$ cat config.mk
export PLATFORM = sky130hd
export DESIGN_NAME = thread_controller
export DESIGN_NICKNAME = d
export VERILOG_FILES = /design/src/buf_pkg.sv /design/src/ctrl_pkg.sv /design/src/thread_if.sv /design/src/context_ring.sv /design/src/slot_scheduler.sv /design/src/thread_controller.sv /design/src/thread_slot.sv
export VERILOG_INCLUDE_DIRS = /design/src /design/src/src
export SDC_FILE = /design/constraint.sdc
export NUM_CORES = 1
export LEC_CHECK = 0
export ABC_AREA = 0
export ABC_CLOCK_PERIOD_IN_PS = 1800
export BUFFER_PORTS_ARGS = -buffer_cell sky130_fd_sc_hd__buf_2
export CORE_MARGIN = 8
export CORE_UTILIZATION = 53
export DETAILED_ROUTE_END_ITERATION = 10
export PLACE_DENSITY = 0.75
export SETUP_SLACK_MARGIN = 0.05
export SLEW_MARGIN = 40
export SYNTH_ARGS = -nofsm -noshare
export SYNTH_HDL_FRONTEND = slang
export SYNTH_HIERARCHICAL = 1
export SYNTH_SLANG_ARGS = --single-unit
$ cat constraint.sdc
create_clock -name clk_i -period 1.8 [get_ports clk_i]
set_input_delay 0.36 -clock clk_i [delete_from_list [all_inputs] [get_ports clk_i]]
set_output_delay 0.36 -clock clk_i [all_outputs]
set_load 0.03 [all_outputs]
$ cat src/ctrl_settings.svh
`ifndef CTRL_SETTINGS_SVH
`define CTRL_SETTINGS_SVH

// hardware threads, also the depth of the context ring
`define THREADS     4

`define ADDR_WIDTH  10
`define ITER_WIDTH  6

// one row pass is 64 steps, offsets 0..63
`define ROW_LAST    63
// first step with weight and execute select set
`define ACC_FIRST   15

// output lanes written back per job
`define LANES       8

// output buffer regions, 8-word aligned
`define OB_BASE_0   10'h200
`define OB_BASE_1   10'h208
`define OB_BASE_2   10'h210
`define OB_BASE_3   10'h218

// weight buffer regions, 64-word aligned
`define WB_BASE_0   10'h000
`define WB_BASE_1   10'h040
`define WB_BASE_2   10'h080
`define WB_BASE_3   10'h0c0

`endif

$ cat src/buf_pkg.sv
`include "ctrl_settings.svh"

package buf_pkg;

    typedef logic [`ADDR_WIDTH-1:0] addr_t;

    // offset inside a 64-word row region
    typedef logic [$clog2(`ROW_LAST + 1)-1:0] row_ofs_t;

    typedef logic [$clog2(`LANES)-1:0] lane_t;

endpackage

$ cat src/ctrl_pkg.sv
`include "ctrl_settings.svh"

package ctrl_pkg;

    typedef logic [$clog2(`THREADS)-1:0] phase_t;
    typedef logic [`ITER_WIDTH-1:0] iter_t;

    typedef enum logic [2:0] {
        st_idle,
        st_start,
        st_clear,
        st_acc,
        st_update,
        st_wb,
        st_valid
    } state_e;

    // one thread's context as it travels the ring
    typedef struct packed {
        state_e         state;
        iter_t          passes;
        iter_t          step;
        buf_pkg::addr_t ib_addr;
        buf_pkg::addr_t ob_addr;
        buf_pkg::addr_t wb_w_addr;
        buf_pkg::addr_t wb_r_addr;
        buf_pkg::addr_t kb_addr;
        phase_t         ib_sel;
        buf_pkg::lane_t ml_sel;
        logic           ob_wr;
        logic           wb_wr;
        logic           wb_sel;
        logic           ex_sel;
        logic           update;
        logic           ml_clr;
    } ctx_t;

endpackage

$ cat src/thread_if.sv
`timescale 1ns/10ps
`include "ctrl_settings.svh"

interface thread_if;
    // turn strobe from the scheduler
    logic turn;
    // sampled request and size snapshot from the slot
    logic start;
    ctrl_pkg::iter_t size;
    // pulses from the ring
    logic done;
    logic rel;

    modport sched (output turn);
    modport slot (input turn, input done, input rel, output start, output size);
    modport ring (input start, input size, output done, output rel);
endinterface

$ cat src/context_ring.sv
`timescale 1ns/10ps
`include "ctrl_settings.svh"

module context_ring (
    input  logic             clk_i,
    input  logic             rst_ni,
    input  ctrl_pkg::phase_t phase_i,
    thread_if.ring           slots [`THREADS],
    output buf_pkg::addr_t   ib_addr_o,
    output buf_pkg::addr_t   ob_addr_o,
    output buf_pkg::addr_t   wb_w_addr_o,
    output buf_pkg::addr_t   wb_r_addr_o,
    output buf_pkg::addr_t   kb_addr_o,
    output logic             ob_wr_o,
    output logic             wb_wr_o,
    output logic             wb_sel_o,
    output logic             ex_sel_o,
    output logic             update_o,
    output logic             ml_clr_o,
    output ctrl_pkg::phase_t ib_sel_o,
    output buf_pkg::lane_t   ml_sel_o
);

    ctrl_pkg::ctx_t  ctx_q [`THREADS];
    ctrl_pkg::ctx_t  cur;
    ctrl_pkg::ctx_t  nxt;
    logic [`THREADS-1:0] start_v;
    ctrl_pkg::iter_t size_v [`THREADS];
    logic            start_sel;
    ctrl_pkg::iter_t size_sel;
    logic            done_hit;
    logic            rel_hit;
    buf_pkg::lane_t  lane;

    function automatic buf_pkg::addr_t ob_base(ctrl_pkg::phase_t p);
        case (p)
            2'd0:    return `OB_BASE_0;
            2'd1:    return `OB_BASE_1;
            2'd2:    return `OB_BASE_2;
            default: return `OB_BASE_3;
        endcase
    endfunction

    function automatic buf_pkg::addr_t wb_base(ctrl_pkg::phase_t p);
        case (p)
            2'd0:    return `WB_BASE_0;
            2'd1:    return `WB_BASE_1;
            2'd2:    return `WB_BASE_2;
            default: return `WB_BASE_3;
        endcase
    endfunction

    // advance the offset, wrapping inside the 64-word region
    function automatic buf_pkg::addr_t row_next(buf_pkg::addr_t a);
        buf_pkg::row_ofs_t ofs;
        ofs = buf_pkg::row_ofs_t'(a) + 1'b1;
        return {a[`ADDR_WIDTH-1:$bits(buf_pkg::row_ofs_t)], ofs};
    endfunction

    // per-thread request lines, picked by phase
    for (genvar g = 0; g < `THREADS; g++) begin : g_slot
        assign start_v[g]     = slots[g].start;
        assign size_v[g]      = slots[g].size;
        assign slots[g].done  = done_hit && (phase_i == ctrl_pkg::phase_t'(g));
        assign slots[g].rel   = rel_hit && (phase_i == ctrl_pkg::phase_t'(g));
    end

    assign start_sel = start_v[phase_i];
    assign size_sel  = size_v[phase_i];

    assign cur  = ctx_q[`THREADS-1];
    assign lane = buf_pkg::lane_t'(cur.step);

    always_comb begin
        nxt        = cur;
        nxt.ob_wr  = 1'b0;
        nxt.wb_wr  = 1'b0;
        nxt.wb_sel = 1'b0;
        nxt.ex_sel = 1'b0;
        nxt.update = 1'b0;
        nxt.ml_clr = 1'b0;
        nxt.ml_sel = '0;
        done_hit   = 1'b0;
        rel_hit    = 1'b0;
        unique case (cur.state)
            ctrl_pkg::st_idle: begin
                nxt.passes    = size_sel;
                nxt.step      = '0;
                nxt.ib_addr   = '0;
                nxt.kb_addr   = '0;
                nxt.ob_addr   = ob_base(phase_i);
                nxt.wb_w_addr = wb_base(phase_i);
                nxt.wb_r_addr = wb_base(phase_i);
                nxt.ib_sel    = phase_i;
                if (start_sel) begin
                    nxt.state = ctrl_pkg::st_start;
                end
            end
            ctrl_pkg::st_start: begin
                // read pointers park on the last word so the first step wraps to 0
                nxt.state     = ctrl_pkg::st_clear;
                nxt.wb_r_addr = cur.wb_r_addr | buf_pkg::addr_t'(`ROW_LAST);
                nxt.kb_addr   = cur.kb_addr | buf_pkg::addr_t'(`ROW_LAST);
                nxt.wb_wr     = 1'b1;
                nxt.ml_clr    = 1'b1;
            end
            ctrl_pkg::st_clear, ctrl_pkg::st_update, ctrl_pkg::st_acc: begin
                nxt.wb_w_addr = row_next(cur.wb_w_addr);
                nxt.wb_r_addr = row_next(cur.wb_r_addr);
                nxt.kb_addr   = row_next(cur.kb_addr);
                nxt.ib_addr   = cur.ib_addr + 1'b1;
                nxt.step      = cur.step + 1'b1;
                nxt.wb_wr     = 1'b1;
                nxt.state     = ctrl_pkg::st_acc;
                if (cur.state == ctrl_pkg::st_clear) begin
                    nxt.ml_clr = 1'b1;
                end else if (cur.state == ctrl_pkg::st_update) begin
                    nxt.update = 1'b1;
                    nxt.passes = cur.passes - 1'b1;
                end else if (cur.step == ctrl_pkg::iter_t'(`ROW_LAST)) begin
                    if (cur.passes == '0) begin
                        nxt.state = ctrl_pkg::st_wb;
                    end else begin
                        nxt.state = ctrl_pkg::st_update;
                    end
                end else if (cur.step >= ctrl_pkg::iter_t'(`ACC_FIRST)) begin
                    // input word held while the tail of the row accumulates
                    nxt.ib_addr = cur.ib_addr;
                    nxt.wb_sel  = 1'b1;
                    nxt.ex_sel  = 1'b1;
                end
            end
            ctrl_pkg::st_wb: begin
                nxt.ob_wr   = 1'b1;
                nxt.ob_addr = {cur.ob_addr[`ADDR_WIDTH-1:$bits(buf_pkg::lane_t)], lane};
                nxt.ml_sel  = lane;
                nxt.update  = (cur.step == '0);
                nxt.step    = cur.step + 1'b1;
                if (cur.step == ctrl_pkg::iter_t'(`LANES - 1)) begin
                    nxt.state = ctrl_pkg::st_valid;
                    done_hit  = 1'b1;
                end
            end
            ctrl_pkg::st_valid: begin
                if (!start_sel) begin
                    nxt.state = ctrl_pkg::st_idle;
                    rel_hit   = 1'b1;
                end
            end
            default: begin
                nxt.state = ctrl_pkg::st_idle;
            end
        endcase
    end

    // stage 0 takes the new context, the rest shift along
    always_ff @(posedge clk_i or negedge rst_ni) begin
        if (!rst_ni) begin
            for (int i = 0; i < `THREADS; i++) begin
                ctx_q[i] <= '0;
            end
        end else begin
            ctx_q[0] <= nxt;
            for (int i = 1; i < `THREADS; i++) begin
                ctx_q[i] <= ctx_q[i-1];
            end
        end
    end

    assign ib_addr_o   = ctx_q[0].ib_addr;
    assign wb_r_addr_o = ctx_q[0].wb_r_addr;
    assign kb_addr_o   = ctx_q[0].kb_addr;
    assign wb_w_addr_o = ctx_q[1].wb_w_addr;
    assign wb_wr_o     = ctx_q[1].wb_wr;
    assign wb_sel_o    = ctx_q[1].wb_sel;
    assign ex_sel_o    = ctx_q[1].ex_sel;
    assign update_o    = ctx_q[1].update;
    assign ml_clr_o    = ctx_q[1].ml_clr;
    assign ib_sel_o    = ctx_q[1].ib_sel;
    assign ob_addr_o   = ctx_q[2].ob_addr;
    assign ob_wr_o     = ctx_q[2].ob_wr;
    assign ml_sel_o    = ctx_q[2].ml_sel;

endmodule

$ cat src/slot_scheduler.sv
`timescale 1ns/10ps
`include "ctrl_settings.svh"

module slot_scheduler (
    input  logic             clk_i,
    input  logic             rst_ni,
    output ctrl_pkg::phase_t phase_o,
    thread_if.sched          slots [`THREADS]
);

    ctrl_pkg::phase_t phase_q;

    // counts down, so thread order is 3, 2, 1, 0
    always_ff @(posedge clk_i or negedge rst_ni) begin
        if (!rst_ni) begin
            phase_q <= ctrl_pkg::phase_t'(`THREADS - 1);
        end else begin
            phase_q <= phase_q - 1'b1;
        end
    end

    assign phase_o = phase_q;

    for (genvar g = 0; g < `THREADS; g++) begin : g_turn
        assign slots[g].turn = (phase_q == ctrl_pkg::phase_t'(g));
    end

endmodule

$ cat src/thread_controller.sv
`timescale 1ns/10ps
`include "ctrl_settings.svh"

module thread_controller (
    input  logic                            clk_i,
    input  logic                            rst_ni,
    input  logic [`THREADS-1:0]             start_i,
    input  logic [`THREADS*`ITER_WIDTH-1:0] size_i,
    output logic [`THREADS-1:0]             valid_o,
    output buf_pkg::addr_t                  ib_addr_o,
    output buf_pkg::addr_t                  ob_addr_o,
    output buf_pkg::addr_t                  wb_w_addr_o,
    output buf_pkg::addr_t                  wb_r_addr_o,
    output buf_pkg::addr_t                  kb_addr_o,
    output logic                            ob_wr_o,
    output logic                            wb_wr_o,
    output logic                            wb_sel_o,
    output logic                            ex_sel_o,
    output logic                            update_o,
    output logic                            ml_clr_o,
    output ctrl_pkg::phase_t                ib_sel_o,
    output buf_pkg::lane_t                  ml_sel_o
);

    ctrl_pkg::phase_t phase;

    thread_if thread_bus [`THREADS] ();

    slot_scheduler slot_scheduler_inst (
        .clk_i   (clk_i),
        .rst_ni  (rst_ni),
        .phase_o (phase),
        .slots   (thread_bus)
    );

    for (genvar g = 0; g < `THREADS; g++) begin : g_thread
        thread_slot thread_slot_inst (
            .clk_i   (clk_i),
            .rst_ni  (rst_ni),
            .start_i (start_i[g]),
            .size_i  (size_i[g*`ITER_WIDTH +: `ITER_WIDTH]),
            .valid_o (valid_o[g]),
            .port    (thread_bus[g])
        );
    end

    context_ring context_ring_inst (
        .clk_i       (clk_i),
        .rst_ni      (rst_ni),
        .phase_i     (phase),
        .slots       (thread_bus),
        .ib_addr_o   (ib_addr_o),
        .ob_addr_o   (ob_addr_o),
        .wb_w_addr_o (wb_w_addr_o),
        .wb_r_addr_o (wb_r_addr_o),
        .kb_addr_o   (kb_addr_o),
        .ob_wr_o     (ob_wr_o),
        .wb_wr_o     (wb_wr_o),
        .wb_sel_o    (wb_sel_o),
        .ex_sel_o    (ex_sel_o),
        .update_o    (update_o),
        .ml_clr_o    (ml_clr_o),
        .ib_sel_o    (ib_sel_o),
        .ml_sel_o    (ml_sel_o)
    );

endmodule

$ cat src/thread_slot.sv
`timescale 1ns/10ps
`include "ctrl_settings.svh"

module thread_slot (
    input  logic            clk_i,
    input  logic            rst_ni,
    input  logic            start_i,
    input  ctrl_pkg::iter_t size_i,
    output logic            valid_o,
    thread_if.slot          port
);

    logic            start_q;
    logic            valid_q;
    logic            busy;
    ctrl_pkg::iter_t size_q;

    assign busy = start_q | valid_q;

    // request is sampled once per turn, together with the size
    always_ff @(posedge clk_i or negedge rst_ni) begin
        if (!rst_ni) begin
            start_q <= 1'b0;
            valid_q <= 1'b0;
        end else begin
            if (port.turn) begin
                start_q <= start_i;
            end
            if (port.done) begin
                valid_q <= 1'b1;
            end else if (port.rel) begin
                valid_q <= 1'b0;
            end
        end
    end

    // held while a job runs or its result is pending
    always_ff @(posedge clk_i) begin
        if (port.turn && !busy) begin
            size_q <= size_i;
        end
    end

    assign port.start = start_q;
    assign port.size  = size_q;
    assign valid_o    = valid_q;

endmodule

-- Yosys cells after proc, flatten, opt, wreduce, memory -nomap -nowiden
Index checks and enable logic that the tools add are counted.
- register bits after elaboration: 324
- bits of input ports: 30
- output and inout bits: 65
- logic and storage cells: 168
- add/subtract/negate cells: 7
- $lt $le $gt $ge: 3
- equality and inequality tests: 11
- multiplexer cells: 50
- bitwise gates (word level): 5
- reduce and logical (&&, ||, !) cells: 27
- operators with widths (cell ; count):
    $pmux 10 s2 ; 3
    $pmux 20 s3 ; 1
    $mux 10 ; 4
    $add 6x1->6 const B ; 4
    $pmux 6 s2 ; 2
    $pmux 8 s3 ; 1
    $mux 3 ; 6
    $mux 6 ; 3
    $mux 1 ; 17
    $pmux 3 s5 ; 1
    $pmux 5 s3 ; 1
    $bmux 6 s2 ; 1
    $logic_and 1x1->1 ; 12
    $logic_not 6->1 ; 2
    $add 10x1->10 const B ; 1
    $mux 2 ; 5
    $eq 3x3->1 const B ; 3
    $mux 9 ; 1
    $reduce_bool 2->1 ; 4
    $reduce_or 4->1 ; 2
    $eq 3x2->1 const B ; 2
    $eq 6x3->1 const B ; 1
    $eq 6x6->1 const B ; 1
    $ge 6x4->1 const B ; 1
    16 further kinds ; 24

-- Depth between registers and ports, before layout
Gate-level depths: netlist of the first run.
- word-level depth: 7
- gate-level depth with buffers: 7

-- Cells and area by module
Netlist of the first run, hierarchy kept.
- modules (own cells, without submodules) (module ; times used ; cells each ; area an instance (um2) ; sequential area each (um2)):
    context_ring ; 1 ; 677 ; 9729.3 ; 7206.9
    thread_slot ; 4 ; 12 ; 269.0 ; 230.2
    slot_scheduler ; 1 ; 9 ; 113.9 ; 52.6

-- Least setup slack after synthesis of the first run
Ideal clock, no wire load.
- kind: reg-to-reg
- start: reg slot_scheduler_inst.phase_q[0], in the netlist slot_scheduler_inst/phase_o[0]
- end: reg g_thread[0].thread_slot_inst.valid_q
- arrival: 1.672 ns
- data required time: 1.682 ns
- setup slack: 0.009 ns
- cell stages (with the launch flop): 6
- clock period less this slack: 1.791 ns
- path through: dfstp_2 > mux4_2 > nand3b_1 > nor3_1 > inv_1 > a21o_1
- longest elaborated chain between the ends: 6
- elaborated cells between the ends (all ways): 9
- those cells by class: mux: 5; reduce/logical: 4
- RTL lines (what ; line ; RTL):
    from (decl) ; slot_scheduler.sv:11 ; ctrl_pkg::phase_t phase_q;
    from (signal assigned) ; slot_scheduler.sv:16 ; phase_q <= ctrl_pkg::phase_t'(`THREADS - 1);
    from (signal assigned) ; slot_scheduler.sv:18 ; phase_q <= phase_q - 1'b1;
    $bmux 1 s2 ; context_ring.sv:68 ; assign start_sel = start_v[phase_i];
    $mux 1 (not written as such) ; context_ring.sv:68 ;
    $mux 1 ; context_ring.sv:145 ; if (!start_sel) begin
    $mux 1 ; context_ring.sv:85 ; unique case (cur.state)
    $logic_and 1x1->1 (*) ; context_ring.sv:65 ; assign slots[g].rel = rel_hit && (phase_i == ctrl_pkg::phase_t'(g));
    via thread_bus[0].rel ; thread_if.sv:12 ; logic rel;
    $reduce_bool 2->1 (no source line) (*) ; n/a ;
    to (signal assigned) ; thread_slot.sv:24 ; valid_q <= 1'b0;
    to (signal assigned) ; thread_slot.sv:30 ; valid_q <= 1'b1;
    to (signal assigned) ; thread_slot.sv:32 ; valid_q <= 1'b0;
    to (decl) ; thread_slot.sv:14 ; logic valid_q;
Mark *: on every way through the listed nets, which the timed path passes. The rest lies on a longest branch. The select of a mux whose other input is x is not followed.
A chain may end at the register's enable or synchronous reset.

==> out/metrics.yaml, run 1 <==
drt:
  top_layer_used: "met4"
  drcViolationCount: 0
  wl_met3_um: 1305
  ant_nets: 0
  wl_um: 20400
  vias: 5872
  wl_met1_um: 9360
  avgViaCountPerCell: 5.119
  drtIter0Drc: 351
  met2WireLength_um: 9386
  detail_route.wl_per_cell_um: 17.79
  firstDrtPassIters: 4
synthesis:
  synth_fp_nets: 776
  synth_cells: 734
  synth_seq_cells: 322
  async_flop_share_pct: 92.55
  syn-mean-instance-area_um2: 14.88
  yosysSeqAreaShare_pct: 74.92
  yosysUniqueCellTypes: 62
  syn-cell-area_um2: 10920
  synth_edf_count: 24
  yosys_warnings: 6
  synth_ff_type: "dfrtp_1"
power:
  p_clk_share_pct: 35.3
  finalPower_w: 0.01778
  switchingPower_w: 0.004680
  swShare_pct: 26.31
  peakVddDrop_uv: 814.5
  p_leak_nw: 6.252
  p_comb_share_pct: 12.8
  seq_power_share_pct: 51.8
  cellPowerDensity_nw_per_um2: 1369
  p_int_w: 0.01310
timing:
  relSlewSlack_pct: 71.18
  drv_slew: 0
  post-route-period-util_pct: 99.98
  rsz0062_at_grt: "yes"
  finalHoldViolCount: 0
  hold_slack_ns: 0.05162
  skew_ns: 0.009685
  tns_ns: 0
  post-route-min-period_ns: 1.800
  worstMarginPinSlew_ns: 0.4283
  finalSetupViolCount: 0
  fmax_mhz: 555.7
grt:
  grt_pass1_vias: 6264
  grt_max_degree: 71
  grt_usage_pct: 16.32
  grt_pass1_wl_um: 33710
  grt.overflow.total: 0
  antenna_found_initial: 0
finish:
  layout.nets: 895
  area_growth_pct: 18.93
  stdcell_count: 1147
  fillers: 1418
  final_cell_mix: "292 x dfrtp_1, 93 x buf_2, 52 x nand2_1"
  drive_above_1_share_pct: 26.91
  layout_commonest_cell: "dfrtp_1"
  antenna_cells: 0
clocking:
  clkSinkCount: 322
  htreeDepth: 1
  cts_tree: "yes"
  cts_buffers: 30
  path_clk_slew_ns: 0.06
  insertion_delay_ns: 0.54
  cts_root_buf: "clkbuf_16"
  cts_max_path_buffers: 3
floorplan:
  io_pins: 95
  start_util_pct: 53.96
  core.rowCount: 52
  die_w_um: 159.5
  die_area_um2: 25450
  core_area_um2: 20230
  die_y_um: 159.5
placement:
  dp_cells: 1061
  place.gp.congestion: 0.8155
  port_buffers: 94
  post-dp-hpwl_um: 12890
worst_setup_path:
  setup.worst_path.start: "context_ring_inst/ctx_q[61]"
  r2r_end: "context_ring_inst/ib_addr_o[8]"
  r2r_slack_ns: 0.0003
  reg2reg_depth: 6
  arrival_ns: 2.27
  path_max_fanout: 5
  worstPathRequired_ns: 2.27
  crit_end: "context_ring_inst/ib_addr_o[8]"
  worstSetupPathType: "flip-flop to flip-flop"
  cp-end-kind: "flip-flop"
  r2r_start: "context_ring_inst/ctx_q[61]"
  critPathLaunchType: "flip-flop"
run:
  maxCapViolations: 0
worst_hold_path:
  hold_start: "start_i[2]"
  hold_class: "primary input to flip-flop"
run_status:
  status: "finished clean"
flip-flops by register name, indices dropped and copies added (netlist names), 2 cells and up:
signal,flops
context_ring_inst/ctx_q,228
context_ring_inst/ib_addr_o,10
context_ring_inst/ib_sel_o,2
context_ring_inst/kb_addr_o,10
context_ring_inst/ml_sel_o,3
context_ring_inst/ob_addr_o,10
context_ring_inst/wb_r_addr_o,10
context_ring_inst/wb_w_addr_o,10
g_thread.thread_slot_inst/port.size,24
g_thread.thread_slot_inst/port.start,4
g_thread.thread_slot_inst/valid_o,4
slot_scheduler_inst/phase_o,2
synth_stat cells (3+ instances only):
master    instances  area (um2)
o211ai_1          3       22.52
xor2_1            5       43.79
buf_6             4       45.04
o21ai_0          26       130.1
mux4_2            7       157.7
edfxtp_1         24       720.7
dfrtp_1         296        7407
and3_1            7       43.79
ha_1             12       150.1
a31oi_1           4       25.02
o31ai_1           7       52.55
nor3_1           10       50.05
inv_1            18       67.56
mux2i_1           5       50.05
nand2_1          53       198.9
o22ai_1           4       25.02
nor2_1           31       116.4
nand2b_1          8       50.05
nor3b_2           4       50.05
buf_2            10       50.05
nand4_1           8       50.05
and2_1           15       93.84
clkbuf_1          7       26.28
a22o_1            3       26.28
xnor2_1           3       26.28
nand3_1          11       55.05
a21oi_1          33       165.2
a21o_1            8       60.06
nor2b_1           5       31.28
buf_4            58       435.4
mux2_4            4       60.06
final cells by class:
type / count / area, um2 / area share [%]
clock inverter: 10 / 118.9 / 0.9153
tap: 270 / 337.8 / 2.601
multi-input combinational: 315 / 2226 / 17.14
inverter: 19 / 71.32 / 0.5492
clock buffer: 46 / 900.9 / 6.937
timing repair buffer: 165 / 1146 / 8.826
sequential: 322 / 8185 / 63.03
critical path, stage by stage, from the launching register on:
cell and delay [ns]:
dfrtp_1 0.41, ha_4 0.19, a311oi_4 0.42, a21oi_4 0.10, buf_6 0.15, a2111o_1 0.36, o21ai_1 0.09
timing repair:
| item | 4_1_cts | 5_1_grt |
|---|---|---|
| gates resized for setup | 7 | 16 |
| gates cloned | 1 | 0 |
| endpoints found under the setup margin | 6 | 40 |
| hold buffers | 25 | 0 |
| buffers inserted | 3 | 1 |
| pin swaps | 4 | 9 |
| endpoints found under the hold margin | 70 | 0 |
logic make-up after synthesis:
family,share of synthesized area [%]
muxes,2.555
xor gates and xnor gates,0.8938
buffers and inverters,5.752
AOI/OAI and AO/OA,6.314
adders and majority gates,1.558
and+or+nand+nor,8.010
DFF,74.92
worst min-delay path by stage:
stage	end	slack (ns)	depth (start not counted)
final	g_thread[2].thread_slot_inst/port.start	0.05	2
after detailed placement	context_ring_inst/ob_addr_o[0]	0.30	1
after CTS	g_thread[3].thread_slot_inst/port.start	0.03	2
after global routing	g_thread[3].thread_slot_inst/port.start	0.03	2
after global placement	context_ring_inst/ctx_q[41]	0.30	1
after floorplan	context_ring_inst/ctx_q[100]	0.06	0
power groups by stage:
stage / combinational (W) / clock [W] / sequential [W]
floorplan: 0.00173 / 0 / 0.00907
global placement: 0.00204 / 0 / 0.00925
detailed placement: 0.00211 / 0 / 0.00929
CTS: 0.00223 / 0.00646 / 0.00923
global route: 0.00250 / 0.00676 / 0.00936
finish: 0.00228 / 0.00628 / 0.00922
metal layers:
metal,global-route usage [%],up-vias
met5,0,-
met4,3.945,0
met3,4.757,32
met2,24.99,181
met1,22.71,2981
li1,-,2678
metrics by stage:
| step | setup slack (ns) | util (%) | cell area (um2) |
|---|---|---|---|
| after floorplan | 0.009343 | - | 10930 |
| after global placement | 0.07016 | 57.16 | 11570 |
| after detailed placement | 0.006480 | 57.16 | 11570 |
| after CTS | 0.03245 | 63.75 | 12900 |
| after global routing | -0.03616 | 64.18 | 12990 |
| final | 0.0003142 | 64.18 | 12990 |
No activity file was read; power rests on OpenSTA's default activity.
==> run 2, diff against run 1 <==
ABC_AREA = 1   (was 0)
BUFFER_PORTS_ARGS = -buffer_cell sky130_fd_sc_hd__buf_4   (was -buffer_cell sky130_fd_sc_hd__buf_2)
CORE_UTILIZATION = 55   (was 53)
CTS_BUF_LIST = sky130_fd_sc_hd__clkbuf_2 sky130_fd_sc_hd__clkbuf_4 sky130_fd_sc_hd__clkbuf_8   (was default)
PLACE_DENSITY = 0.77   (was 0.75)
==> run 2 against run 1 <==
Maximum frequency up 11%. Critical path depth is 5 higher. Power is 22% lower. Cell count rose by 9.9%. Clock-buffer cell count grew 31. Sequential cell count is the same. Synthesized cell count up 13%. Setup slack better by 0.17 ns. Sequential share of layout area up 0.40 points. Routed wire length is 3.5% lower. Sequential power shrank 20%. Largest power group unchanged.
==> out/metrics.yaml, run 2 <==
run_status:
  status: "finished clean"  # unchanged
floorplan:
  die_y_um: 155.8  # was 159.5 um
  start_util_pct: 55.57  # was 53.96%
  die_area_um2: 24270  # was 25450 um2
  io_pins: 95  # unchanged
  core.rowCount: 51  # was 52
  core_area_um2: 19330  # was 20230 um2
  die_w_um: 155.8  # was 159.5 um
timing:
  relSlewSlack_pct: 68.72  # was 71.18%
  post-route-min-period_ns: 1.628  # was 1.800 ns
  layout_setup_ws_ns: 0.1722  # was 0.0003142 ns
  finalHoldViolCount: 0  # unchanged
  fmax_mhz: 614.3  # was 555.7 MHz
  rsz0062_at_grt: "no"  # was yes
  finalSetupViolCount: 0  # unchanged
  worstMarginPinSlew_ns: 0.4681  # was 0.4283 ns
  tns_ns: 0  # unchanged
  post-route-period-util_pct: 90.43  # was 99.98%
  drv_slew: 0  # unchanged
  skew_ns: 0.01705  # was 0.009685 ns
power:
  p_clk_share_pct: 45.2  # was 35.3%
  switchingPower_w: 0.002798  # was 0.004680 W
  p_comb_share_pct: 1.9  # was 12.8%
  p_int_w: 0.01106  # was 0.01310 W
  finalPower_w: 0.01386  # was 0.01778 W
  p_leak_nw: 6.408  # was 6.252 nW
  seq_power_share_pct: 52.9  # was 51.8%
  peakVddDrop_uv: 561.6  # was 814.5 uV
  cellPowerDensity_nw_per_um2: 1075  # was 1369 nW/um2
  swShare_pct: 20.18  # was 26.31%
worst_setup_path:
  critPathLaunchType: "flip-flop"  # unchanged
  worstPathRequired_ns: 2.25  # was 2.27 ns
  r2r_start: "slot_scheduler_inst/phase_o[0]"  # was context_ring_inst/ctx_q[61]
  r2r_slack_ns: 0.17  # was 0.0003 ns
  setup.worst_path.start: "slot_scheduler_inst/phase_o[0]"  # was context_ring_inst/ctx_q[61]
  path_max_fanout: 7  # was 5
  cp-end-kind: "flip-flop"  # unchanged
  arrival_ns: 2.08  # was 2.27 ns
  worstSetupPathType: "flip-flop to flip-flop"  # unchanged
synthesis:
  syn-mean-instance-area_um2: 12.99  # was 14.88 um2
  synth_cells: 827  # was 734
  synthTopCellsByCount: "296 x dfrtp_1, 152 x nand2_1, 82 x inv_1, 71 x nor2_1, 57 x buf_4"  # was 296 x dfrtp_1, 58 x buf_4, 53 x nand2_1, 33 x a21oi_1, 31 x nor2_1
  synth_edf_count: 24  # unchanged
  yosys_warnings: 6  # unchanged
  yosysUniqueCellTypes: 38  # was 62
  async_flop_share_pct: 92.55  # unchanged
  synth_seq_cells: 322  # unchanged
  synth_fp_nets: 869  # was 776
  syn-cell-area_um2: 10750  # was 10920 um2
  synth_ff_type: "dfrtp_1"  # unchanged
  synth.most_common_cell: "dfrtp_1"  # unchanged
  yosysSeqAreaShare_pct: 76.13  # was 74.92%
  synthTopCellsByArea: "dfrtp_1 69%, edfxtp_1 6.7%, nand2_1 5.3%"  # was dfrtp_1 68%, edfxtp_1 6.6%, buf_4 4.0%
  yosysTopAreaCellShare_pct: 68.93  # was 67.84%
  yosys.area.top_type: "dfrtp_1"  # unchanged
grt:
  grt_pass1_wl_um: 32520  # was 33710 um
  grt_usage_pct: 16.96  # was 16.32%
  antenna_found_initial: 0  # unchanged
  grt.overflow.total: 0  # unchanged
  grt_pass1_vias: 6357  # was 6264
  grt_max_degree: 57  # was 71
finish:
  largest_register_ffs: 228  # unchanged
  utilization_pct: 66.71  # was 64.18%
  area_growth_pct: 20.03  # was 18.93%
  antenna_cells: 0  # unchanged
  stdcell_count: 1261  # was 1147
  final_cell_mix: "296 x dfrtp_1, 151 x nand2_1, 114 x buf_4"  # was 292 x dfrtp_1, 93 x buf_2, 52 x nand2_1
  largest-register: "context_ring_inst/ctx_q"  # unchanged
  layout_commonest_cell: "dfrtp_1"  # unchanged
  drive_above_1_share_pct: 23.90  # was 26.91%
  layout.nets: 1001  # was 895
placement:
  place.gp.congestion: 0.8200  # was 0.8155
  pre_cts_ws_ns: 0.06413  # was 0.006480 ns
  port_buffers: 94  # unchanged
  post-dp-hpwl_um: 12460  # was 12890 um
  dp_cells: 1142  # was 1061
clocking:
  insertion_delay_ns: 0.56  # was 0.54 ns
  htreeDepth: 2  # was 1
  cts_tree: "yes"  # unchanged
  path_clk_slew_ns: 0.07  # was 0.06 ns
  cts_root_buf: "clkbuf_8"  # was clkbuf_16
  cts_max_path_buffers: 3  # unchanged
  cts_buffers: 48  # was 30
  clkSinkCount: 322  # unchanged
drt:
  vias: 6044  # was 5872
  avgViaCountPerCell: 4.793  # was 5.119
  drcViolationCount: 0  # unchanged
  drtIter0Drc: 232  # was 351
  detail_route.wl_per_cell_um: 15.62  # was 17.79 um
  firstDrtPassIters: 4  # unchanged
  wl_um: 19700  # was 20400 um
  ant_nets: 0  # unchanged
worst_hold_path:
  hold_class: "primary input to flip-flop"  # unchanged
  hold_start: "start_i[1]"  # was start_i[2]
run:
  maxCapViolations: 0  # unchanged
run 2: cell count changes in the layout (fill, tap and decap cells not counted), moves of 15 or more:
| cell | delta |
|---|---|
| nand2_1 | +99 |
| buf_2 | -93 |
| buf_4 | +75 |
| inv_1 | +63 |
| clkbuf_8 | +49 |
| nor2_1 | +38 |
| clkbuf_16 | -30 |
| a21oi_1 | -21 |
| clkbuf_4 | +19 |
| nand3_1 | +18 |
| and2_1 | -15 |
run 2: area by class of cell:
class,instances,area [um2]
Fill cell,1349,6437
Clock inverter,10,116.4
Sequential cell,322,8180
Timing Repair Buffer,147,1231
Tap cell,265,331.6
Multi-Input combinational cell,353,1763
Clock buffer,77,940.9
Inverter,87,334.1
run 2: kinds of logic (layout without fill, tap and decap cells):
family | after synthesis | count (layout) | share of synthesized area, %
compound gates | 47 | 47 | 2.830
xor+xnor | 3 | 3 | 0.2446
fa+ha+maj | 12 | 12 | 1.397
buf+inv | 152 | 321 | 7.604
flops | 322 | 322 | 76.13
simple gates | 291 | 291 | 11.80
run 2: what timing repair did:
action | 4_1_cts | 5_1_grt
hold endpoints to repair | 64 | 0
gates resized for setup | 0 | 6
buffers inserted | 0 | 4
endpoints found under the setup margin | 0 | 15
hold buffers | 28 | 0
run 2: critical path, stage by stage, from the launching register on:
cell and delay, ns:
dfstp_2 0.58, inv_1 0.08, nand2_2 0.09, inv_2 0.07, nand2_1 0.06, nand4_1 0.14
nor2_2 0.19, inv_1 0.07, nor2_1 0.10, inv_1 0.05, nand2_1 0.05, nand2_1 0.04
run 2: per-layer routing:
metal	track usage, %	vias to the layer above	routed length (um)
li1	-	2818	-
met1	22.63	3034	8925
met2	26.08	163	9170
met3	5.374	29	1281
met4	5.730	0	322
met5	0	-	0
run 2: worst paths after layout:
kind,endpoint,cells after the start
max in group asynchronous,context_ring_inst/ctx_q[179],3
setup reg to reg,g_thread[2].thread_slot_inst/valid_o,11
setup / recovery,g_thread[2].thread_slot_inst/valid_o,11
min in group asynchronous,context_ring_inst/ob_addr_o[6],2
hold reg to reg,context_ring_inst/ctx_q[103],0
hold / removal,g_thread[1].thread_slot_inst/port.start,3
run 2: power groups by stage:
stage                     clock [W]  combinational [W]  sequential [W]
after detailed placement          0           0.000223         0.00747
after global placement            0           0.000217         0.00747
after global routing        0.00673           0.000304         0.00733
after CTS                   0.00642           0.000271         0.00733
after floorplan                   0         0.00000898         0.00747
final                       0.00626           0.000266         0.00734
run 2: through the flow:
stage | hold slack [ns] | cell area, um2
2_1_floorplan | 0.06441 | 10750
3_3_place_gp | 0.2849 | 11510
3_5_place_dp | 0.2884 | 11510
4_1_cts | 0.004278 | 12850
5_1_grt | 0.06559 | 12900
6_report | 0.08378 | 12900
